`config.mk`:
```
export PLATFORM = sky130hd
export DESIGN_NAME = decap_top
export DESIGN_NICKNAME = d
export VERILOG_FILES = /design/src/decap_pkg.sv /design/src/ct_read_if.sv /design/src/decap_top.sv /design/src/decap_ctrl.sv /design/src/ct_compare.sv /design/src/msg_reorder.sv /design/src/ct_store.sv
export SDC_FILE = /design/constraint.sdc
export NUM_CORES = 1
export LEC_CHECK = 0
export BUFFER_PORTS_ARGS = -buffer_cell sky130_fd_sc_hd__buf_2
export CORE_AREA = 2 2 332 334
export DETAILED_ROUTE_END_ITERATION = 7
export DIE_AREA = 0 0 334 336
export PLACE_DENSITY = 0.79
export REMOVE_ABC_BUFFERS = 1
export SYNTH_ARGS = -nofsm -noshare
export SYNTH_HDL_FRONTEND = slang
export SYNTH_SLANG_ARGS = --single-unit
```
`constraint.sdc`:
```
create_clock -name clk -period 34.7 [get_ports clk]
set_clock_uncertainty 0.1 [all_clocks]
set_input_delay 5.205 -clock clk [delete_from_list [all_inputs] [get_ports clk]]
set_output_delay 5.205 -clock clk [all_outputs]
set_load 0.01 [all_outputs]
```
`src/decap_pkg.sv`:
```
package decap_pkg;

    // reduced simulation geometry
    localparam int WORD_W    = 128;
    localparam int D_W       = 32;
    localparam int MSG_W     = 128;
    localparam int MSG_BYTES = MSG_W / 8;
    localparam int MWORD_W   = 32;
    localparam int MSG_WORDS = MSG_W / MWORD_W;
    localparam int MSG_IDX_W = $clog2(MSG_WORDS);

    // v is one word shorter than u
    localparam int U_WORDS  = 4;
    localparam int V_WORDS  = U_WORDS - 1;
    localparam int D_WORDS  = 4;
    localparam int CT_WORDS = U_WORDS + V_WORDS + D_WORDS;

    // part select codes
    localparam int PART_W = 2;
    localparam logic [PART_W-1:0] PART_D = 2'd1;
    localparam logic [PART_W-1:0] PART_U = 2'd2;
    localparam logic [PART_W-1:0] PART_V = 2'd3;

    localparam int ADDR_W = 2;

    // sequencer states
    localparam int ST_W = 2;
    localparam logic [ST_W-1:0] ST_IDLE = 2'd0;
    localparam logic [ST_W-1:0] ST_MSG  = 2'd1;
    localparam logic [ST_W-1:0] ST_WAIT = 2'd2;
    localparam logic [ST_W-1:0] ST_FIN  = 2'd3;

    // byte view for reversal, word view for streaming
    typedef union packed {
        logic [MSG_BYTES-1:0][7:0]       b;
        logic [MSG_WORDS-1:0][MWORD_W-1:0] w;
    } msg_t;

endpackage
```
`src/ct_read_if.sv`:
```
`timescale 1ns/1ps

interface ct_read_if;
    import decap_pkg::*;

    logic              en;
    logic [PART_W-1:0] part;
    logic [ADDR_W-1:0] addr;
    // d words sit in the low D_W bits
    logic [WORD_W-1:0] data;

    modport reader (
        output en, part, addr,
        input  data
    );

    modport store (
        input  en, part, addr,
        output data
    );

endinterface

```
`src/decap_top.sv`:
```
`timescale 1ns/1ps

module decap_top (
    input  logic                          clk,
    input  logic                          rst,
    input  logic                          start,
    output logic                          busy,
    input  logic                          ct_wen,
    input  logic [decap_pkg::PART_W-1:0]  ct_part,
    input  logic [decap_pkg::ADDR_W-1:0]  ct_addr,
    input  logic [decap_pkg::WORD_W-1:0]  ct_data,
    input  logic                          dec_valid,
    output logic                          dec_ready,
    input  logic [decap_pkg::MSG_W-1:0]   dec_msg,
    output logic                          m_valid,
    input  logic                          m_ready,
    output logic [decap_pkg::MWORD_W-1:0] m_word,
    output logic                          enc_start,
    input  logic                          re_valid,
    output logic                          re_ready,
    input  logic [decap_pkg::WORD_W-1:0]  re_data,
    output logic                          done,
    output logic                          match
);

    logic cap_go;
    logic msg_sent;
    logic cmp_go;
    logic cmp_done;

    ct_read_if rd_bus ();

    decap_ctrl u_ctrl (
        .clk       (clk),
        .rst       (rst),
        .start     (start),
        .msg_sent  (msg_sent),
        .cmp_done  (cmp_done),
        .busy      (busy),
        .cap_go    (cap_go),
        .enc_start (enc_start),
        .cmp_go    (cmp_go),
        .done      (done)
    );

    ct_store u_store (
        .clk     (clk),
        .ct_wen  (ct_wen),
        .ct_part (ct_part),
        .ct_addr (ct_addr),
        .ct_data (ct_data),
        .rd      (rd_bus.store)
    );

    msg_reorder u_reorder (
        .clk       (clk),
        .rst       (rst),
        .cap_go    (cap_go),
        .dec_valid (dec_valid),
        .dec_msg   (dec_msg),
        .m_ready   (m_ready),
        .dec_ready (dec_ready),
        .m_valid   (m_valid),
        .m_word    (m_word),
        .msg_sent  (msg_sent)
    );

    ct_compare u_compare (
        .clk      (clk),
        .rst      (rst),
        .cmp_go   (cmp_go),
        .re_valid (re_valid),
        .re_data  (re_data),
        .re_ready (re_ready),
        .cmp_done (cmp_done),
        .match    (match),
        .rd       (rd_bus.reader)
    );

endmodule

```
`src/decap_ctrl.sv`:
```
`timescale 1ns/1ps

module decap_ctrl (
    input  logic clk,
    input  logic rst,
    input  logic start,
    input  logic msg_sent,
    input  logic cmp_done,
    output logic busy,
    output logic cap_go,
    output logic enc_start,
    output logic cmp_go,
    output logic done
);
    import decap_pkg::*;

    logic [ST_W-1:0] state;
    logic            launch;

    // start only counts while idle
    assign cap_go = (state == ST_IDLE) && start;
    assign busy   = (state != ST_IDLE);
    assign done   = (state == ST_FIN);

    // engine start and compare arm share one pulse
    assign enc_start = launch;
    assign cmp_go    = launch;

    always_ff @(posedge clk) begin
        if (rst) begin
            state  <= ST_IDLE;
            launch <= 1'b0;
        end else begin
            launch <= 1'b0;
            case (state)
                ST_IDLE: begin
                    if (start) begin
                        state <= ST_MSG;
                    end
                end
                ST_MSG: begin
                    if (msg_sent) begin
                        launch <= 1'b1;
                        state  <= ST_WAIT;
                    end
                end
                ST_WAIT: begin
                    // re-encryption and compare run here
                    if (cmp_done) begin
                        state <= ST_FIN;
                    end
                end
                ST_FIN: begin
                    state <= ST_IDLE;
                end
                default: begin
                    state <= ST_IDLE;
                end
            endcase
        end
    end

endmodule

```
`src/ct_compare.sv`:
```
`timescale 1ns/1ps

module ct_compare (
    input  logic                          clk,
    input  logic                          rst,
    input  logic                          cmp_go,
    input  logic                          re_valid,
    input  logic [decap_pkg::WORD_W-1:0]  re_data,
    output logic                          re_ready,
    output logic                          cmp_done,
    output logic                          match,
    ct_read_if.reader                     rd
);
    import decap_pkg::*;

    logic              rx_active;
    logic [PART_W-1:0] part_q;
    logic [ADDR_W-1:0] addr_q;
    logic              accept;
    logic              last_word;

    // compare stage one cycle behind the read
    logic              cmp_vld;
    logic              cmp_is_d;
    logic              cmp_last;
    logic [WORD_W-1:0] word_q;
    logic              differ;

    // ready comes up together with cmp_go
    assign re_ready  = cmp_go | rx_active;
    assign accept    = re_valid & re_ready;
    assign last_word = (part_q == PART_D) && (addr_q == ADDR_W'(D_WORDS-1));

    assign rd.en   = accept;
    assign rd.part = part_q;
    assign rd.addr = addr_q;

    always_comb begin
        if (cmp_is_d) begin
            differ = word_q[D_W-1:0] != rd.data[D_W-1:0];
        end else begin
            differ = word_q != rd.data;
        end
    end

    always_ff @(posedge clk) begin
        if (rst) begin
            rx_active <= 1'b0;
            part_q    <= PART_U;
            addr_q    <= '0;
            cmp_vld   <= 1'b0;
            cmp_is_d  <= 1'b0;
            cmp_last  <= 1'b0;
            cmp_done  <= 1'b0;
            match     <= 1'b0;
        end else begin
            cmp_vld  <= accept;
            cmp_done <= cmp_vld & cmp_last;

            if (cmp_go) begin
                rx_active <= 1'b1;
                match     <= 1'b1;
            end else if (cmp_vld && differ) begin
                match <= 1'b0;
            end

            if (accept) begin
                cmp_is_d <= (part_q == PART_D);
                cmp_last <= last_word;
                // walk u, then v, then d; wrap back to u0 for the next run
                if (last_word) begin
                    rx_active <= 1'b0;
                    part_q    <= PART_U;
                    addr_q    <= '0;
                end else if (part_q == PART_U && addr_q == ADDR_W'(U_WORDS-1)) begin
                    part_q <= PART_V;
                    addr_q <= '0;
                end else if (part_q == PART_V && addr_q == ADDR_W'(V_WORDS-1)) begin
                    part_q <= PART_D;
                    addr_q <= '0;
                end else begin
                    addr_q <= addr_q + 1'b1;
                end
            end
        end
    end

    always_ff @(posedge clk) begin
        if (accept) begin
            word_q <= re_data;
        end
    end

endmodule

```
`src/msg_reorder.sv`:
```
`timescale 1ns/1ps

module msg_reorder (
    input  logic                          clk,
    input  logic                          rst,
    input  logic                          cap_go,
    input  logic                          dec_valid,
    input  logic [decap_pkg::MSG_W-1:0]   dec_msg,
    input  logic                          m_ready,
    output logic                          dec_ready,
    output logic                          m_valid,
    output logic [decap_pkg::MWORD_W-1:0] m_word,
    output logic                          msg_sent
);
    import decap_pkg::*;

    msg_t                 dec_view;
    msg_t                 rev;
    msg_t                 msg_q;
    logic [MSG_IDX_W-1:0] idx;

    assign dec_view = dec_msg;

    // byte i takes byte MSG_BYTES-1-i
    always_comb begin
        for (int i = 0; i < MSG_BYTES; i++) begin
            rev.b[i] = dec_view.b[MSG_BYTES-1-i];
        end
    end

    // most significant word goes first
    assign m_word = msg_q.w[MSG_IDX_W'(MSG_WORDS-1) - idx];

    always_ff @(posedge clk) begin
        if (rst) begin
            dec_ready <= 1'b0;
            m_valid   <= 1'b0;
            msg_sent  <= 1'b0;
            idx       <= '0;
        end else begin
            msg_sent <= 1'b0;
            if (cap_go) begin
                dec_ready <= 1'b1;
            end
            if (dec_ready && dec_valid) begin
                dec_ready <= 1'b0;
                m_valid   <= 1'b1;
                idx       <= '0;
            end
            if (m_valid && m_ready) begin
                if (idx == MSG_IDX_W'(MSG_WORDS-1)) begin
                    m_valid  <= 1'b0;
                    msg_sent <= 1'b1;
                end else begin
                    idx <= idx + 1'b1;
                end
            end
        end
    end

    always_ff @(posedge clk) begin
        if (dec_ready && dec_valid) begin
            msg_q <= rev;
        end
    end

endmodule

```
`src/ct_store.sv`:
```
`timescale 1ns/1ps

module ct_store (
    input  logic                          clk,
    input  logic                          ct_wen,
    input  logic [decap_pkg::PART_W-1:0]  ct_part,
    input  logic [decap_pkg::ADDR_W-1:0]  ct_addr,
    input  logic [decap_pkg::WORD_W-1:0]  ct_data,
    ct_read_if.store                      rd
);
    import decap_pkg::*;

    logic [WORD_W-1:0] u_mem [U_WORDS];
    logic [WORD_W-1:0] v_mem [V_WORDS];
    logic [D_W-1:0]    d_mem [D_WORDS];

    // load port
    always_ff @(posedge clk) begin
        if (ct_wen) begin
            case (ct_part)
                PART_U: u_mem[ct_addr] <= ct_data;
                PART_V: begin
                    // v has no entry at the top address
                    if (ct_addr < ADDR_W'(V_WORDS)) begin
                        v_mem[ct_addr] <= ct_data;
                    end
                end
                PART_D: d_mem[ct_addr] <= ct_data[D_W-1:0];
                default: ;
            endcase
        end
    end

    // registered read with data valid the cycle after en
    always_ff @(posedge clk) begin
        if (rd.en) begin
            case (rd.part)
                PART_U: rd.data <= u_mem[rd.addr];
                PART_V: rd.data <= v_mem[rd.addr];
                PART_D: rd.data <= {{(WORD_W-D_W){1'b0}}, d_mem[rd.addr]};
                default: rd.data <= '0;
            endcase
        end
    end

endmodule

```
==> qor.yml <==
synthesis:
  async_flop_share: 0
  yosys_warnings: 0
  ys.flop_type: "edfxtp_1"
  synth.cell_area_um2: 54100
  ys_ff_latch: 1428
  syn_inst: 2638
  synth.distinct_cells: 32
  postSynthAreaPerCell_um2: 20.5
  synth_edf_count: 1408
  synth_seq_area_share: 0.789
setup_path:
  cp-start-kind: "input pin"
  crit_arrival_ns: 8.39
  worstSetupPathType: "in2reg"
  ff2ff_path_depth: 5
  r2r-end: "u_store.rd.data[31]"
  cp_data_required_time_ns: 34.96
  critPathMaxFanout: 54
  r2r_setup_slack_ns: 30.45
  cp-end-kind: "flop"
  cp-startpoint: "ct_addr[1]"
final_layout:
  finalNetCount: 3530
  fill_cells: 7743
  syn_to_final_growth_pct: 15.6
  postLayoutCellArea_um2: 62500
  layout-drive-gt1-share: 0.282
route:
  via_count: 26200
  first_pass_iters: 5
  top_layer: "met5"
  wire_per_inst_um: 25.0
  viasPerCell: 5.61
  first_iter_violations: 2479
  ant_nets: 0
  drc_errors: 0
  wl_met2_um: 56600
  wl_met3_um: 10900
  m1WireLength_um: 45900
  wl_um: 117000
floorplanning:
  die_h_um: 336
  rows: 121
  fp.dieW_um: 334
  die_area_um2: 112000
  ioPinCount: 434
  initial_core_util: 0.499
  core_area_um2: 108000
job:
  drv_cap: 0
timing:
  post-route-min-period_ns: 8.13
  period_share: 0.234
  drv_slew: 0
  rsz0062_at_grt: "false"
  tns_ns: 0
  setup-violations-final: 0
  worstMarginPinSlew_ns: 1.28
  fmax_ghz: 0.123
  setup_ws_ns: 26.57
  relSlewSlack: 0.148
  hold_viol_final: 0
power:
  p_int_mw: 2.83
  cellLeakagePower_nw: 19.6
  p_seq_frac: 0.548
  clockPowerShare: 0.424
  vdd.ir_drop.worst_mv: 0.0393
  power.density_nw_per_um2: 56.8
  p_sw_mw: 0.719
  pwr-share-comb: 0.028
  power.total_mw: 3.55
  p_sw_frac: 0.203
global_routing:
  grt_usage: 0.207
  grt_pass1_wl_um: 170000
  antenna_found_initial: 49
  grt.overflow.total: 0
  grt_pass1_vias: 26400
  grt_start_max_net_pins: 143
cts:
  hold_buffers: 0
  cts_buffers: 146
  cts.sinks: 1428
  cts_resized: 0
  htreeDepth: 4
  cts_buffer_depth: 3
  clk_latency_ns: 0.76
  clockRootBuffer: "clkbuf_16"
  cts_tree: "done"
  cts_setup_buffers: 0
  clkTransAtPathRegs_ns: 0.06
status:
  status: "finished clean"
place:
  hpwlAfterDp_um: 68700
  post-place-ws_ns: 25.76
  gp_congestion: 0.775
  portBuffers: 433
  placed_area_um2: 57900
worst_hold_path:
  hold_end: "u_compare.cmp_done"
  min_path_cells: 2
  holdCritPathClass: "reg2reg"
  hold_start: "u_compare.cmp_last"
-- kinds of logic (layout without fill, tap and decap cells) --
| family | after synthesis | count (layout) | synth area share |
|---|---|---|---|
| multiplexers | 452 | 452 | 0.129 |
| buffers and inverters | 130 | 738 | 0.0118 |
| other | 0 | 13 | 0 |
| flip-flops | 1428 | 1428 | 0.789 |
| XOR/XNOR | 128 | 128 | 0.0207 |
| adder cells (fa/ha/maj) | 6 | 6 | 0.00139 |
| AO/OA/AOI/OAI | 175 | 175 | 0.0188 |
| AND/OR/NAND/NOR | 319 | 319 | 0.0295 |
-- synth_stat cells (14+ instances only) --
| library cell | number | area share |
|---|---|---|
| a22o_1 | 32 | 0.0052 |
| buf_2 | 44 | 0.0041 |
| buf_4 | 14 | 0.0019 |
| clkbuf_1 | 53 | 0.0037 |
| dfxtp_1 | 20 | 0.0074 |
| edfxtp_1 | 1408 | 0.78 |
| mux2_2 | 33 | 0.0069 |
| mux2i_1 | 227 | 0.042 |
| mux4_2 | 192 | 0.080 |
| nand2_1 | 138 | 0.0096 |
| nand4_1 | 35 | 0.0040 |
| nor2_1 | 21 | 0.0015 |
| nor2b_1 | 97 | 0.011 |
| o21ai_0 | 128 | 0.012 |
| xnor2_1 | 128 | 0.021 |
-- per-layer routing --
layer	up-vias	GRT usage
li1	11600	-
met1	13300	0.270
met2	1134	0.335
met3	218	0.0638
met4	40	0.0635
met5	-	0
-- worst max-delay path, stage by stage --
cell	delay (ns)
buf_2	0.14
nand2b_1	0.28
nor2_4	1.03
buf_4	0.84
buf_4	0.73
-- worst max-delay path by stage --
stage	end	depth (start not counted)
after floorplan	u_store.u_mem[0][0]	2
after global placement	u_store.v_mem[1][46]	5
after detailed placement	u_store.v_mem[1][65]	5
after CTS	u_store.v_mem[1][57]	5
after global routing	u_store.v_mem[1][57]	5
final	u_store.v_mem[1][57]	5
-- final cells by class --
| class | count | area [um^2] | share of cell area |
|---|---|---|---|
| inverter | 9 | 43.8 | 0.000700 |
| clock inverter | 90 | 842 | 0.0135 |
| tap | 1414 | 1770 | 0.0283 |
| antenna | 13 | 32.5 | 0.000520 |
| multi-input combinational | 1080 | 10900 | 0.174 |
| clock buffer | 175 | 3800 | 0.0608 |
| timing repair buffer | 464 | 2490 | 0.0398 |
| sequential | 1428 | 42700 | 0.683 |
-- per-stage QoR --
step	std cells	hold WS [ns]	util
2_1_floorplan	2517	0.310	-
3_3_place_gp	4395	0.334	0.534
4_1_cts	4660	0.335	0.577
5_1_grt	4663	0.361	0.577
3_5_place_dp	4395	0.327	0.534
6_report	4673	0.331	0.577
-- state kept, by name, summed over array words and instances, names as in the netlist, 2 cells and up, named ones only --
name / cells
u_compare.word_q: 128
u_store.d_mem: 128
u_store.v_mem: 384
u_store.rd.data: 128
u_compare.rd.addr: 2
u_compare.rd.part: 2
u_reorder.idx: 2
u_reorder.msg_q: 128
u_ctrl.state: 2
u_store.u_mem: 512
-- layout by cell type (no fill, tap or decap), drive strengths merged --
cell,netlist,final
or2,1,1
nor2,21,21
mux2,33,33
o21ai,128,128
clkbuf,53,175
a211oi,2,2
a22o,32,32
mux4,192,192
nand4,35,35
nand4b,1,1
inv,9,13
nand3b,3,3
nand3,6,6
nor2b,97,97
xnor2,128,128
edfxtp,1408,1408
ha,6,6
a21oi,8,8
o211a,1,1
bufinv,0,9
nor4,8,8
dfxtp,20,20
nor3,4,4
buf,68,464
o22ai,2,2
mux2i,227,227
diode,0,13
nand2,138,138
nand2b,4,4
and4b,1,1
clkinvlp,0,8
clkinv,0,69
a311oi,2,2
-- power groups by stage --
stage	clock network (mW)	logic (mW)	registers (mW)
after global routing	1.60	0.108	1.95
after global placement	0	0.0958	1.98
final	1.51	0.0986	1.95
after CTS	1.53	0.0998	1.95
after detailed placement	0	0.0994	1.98
after floorplan	0	0.0388	1.98
No activity file was read; power rests on OpenSTA's default activity.
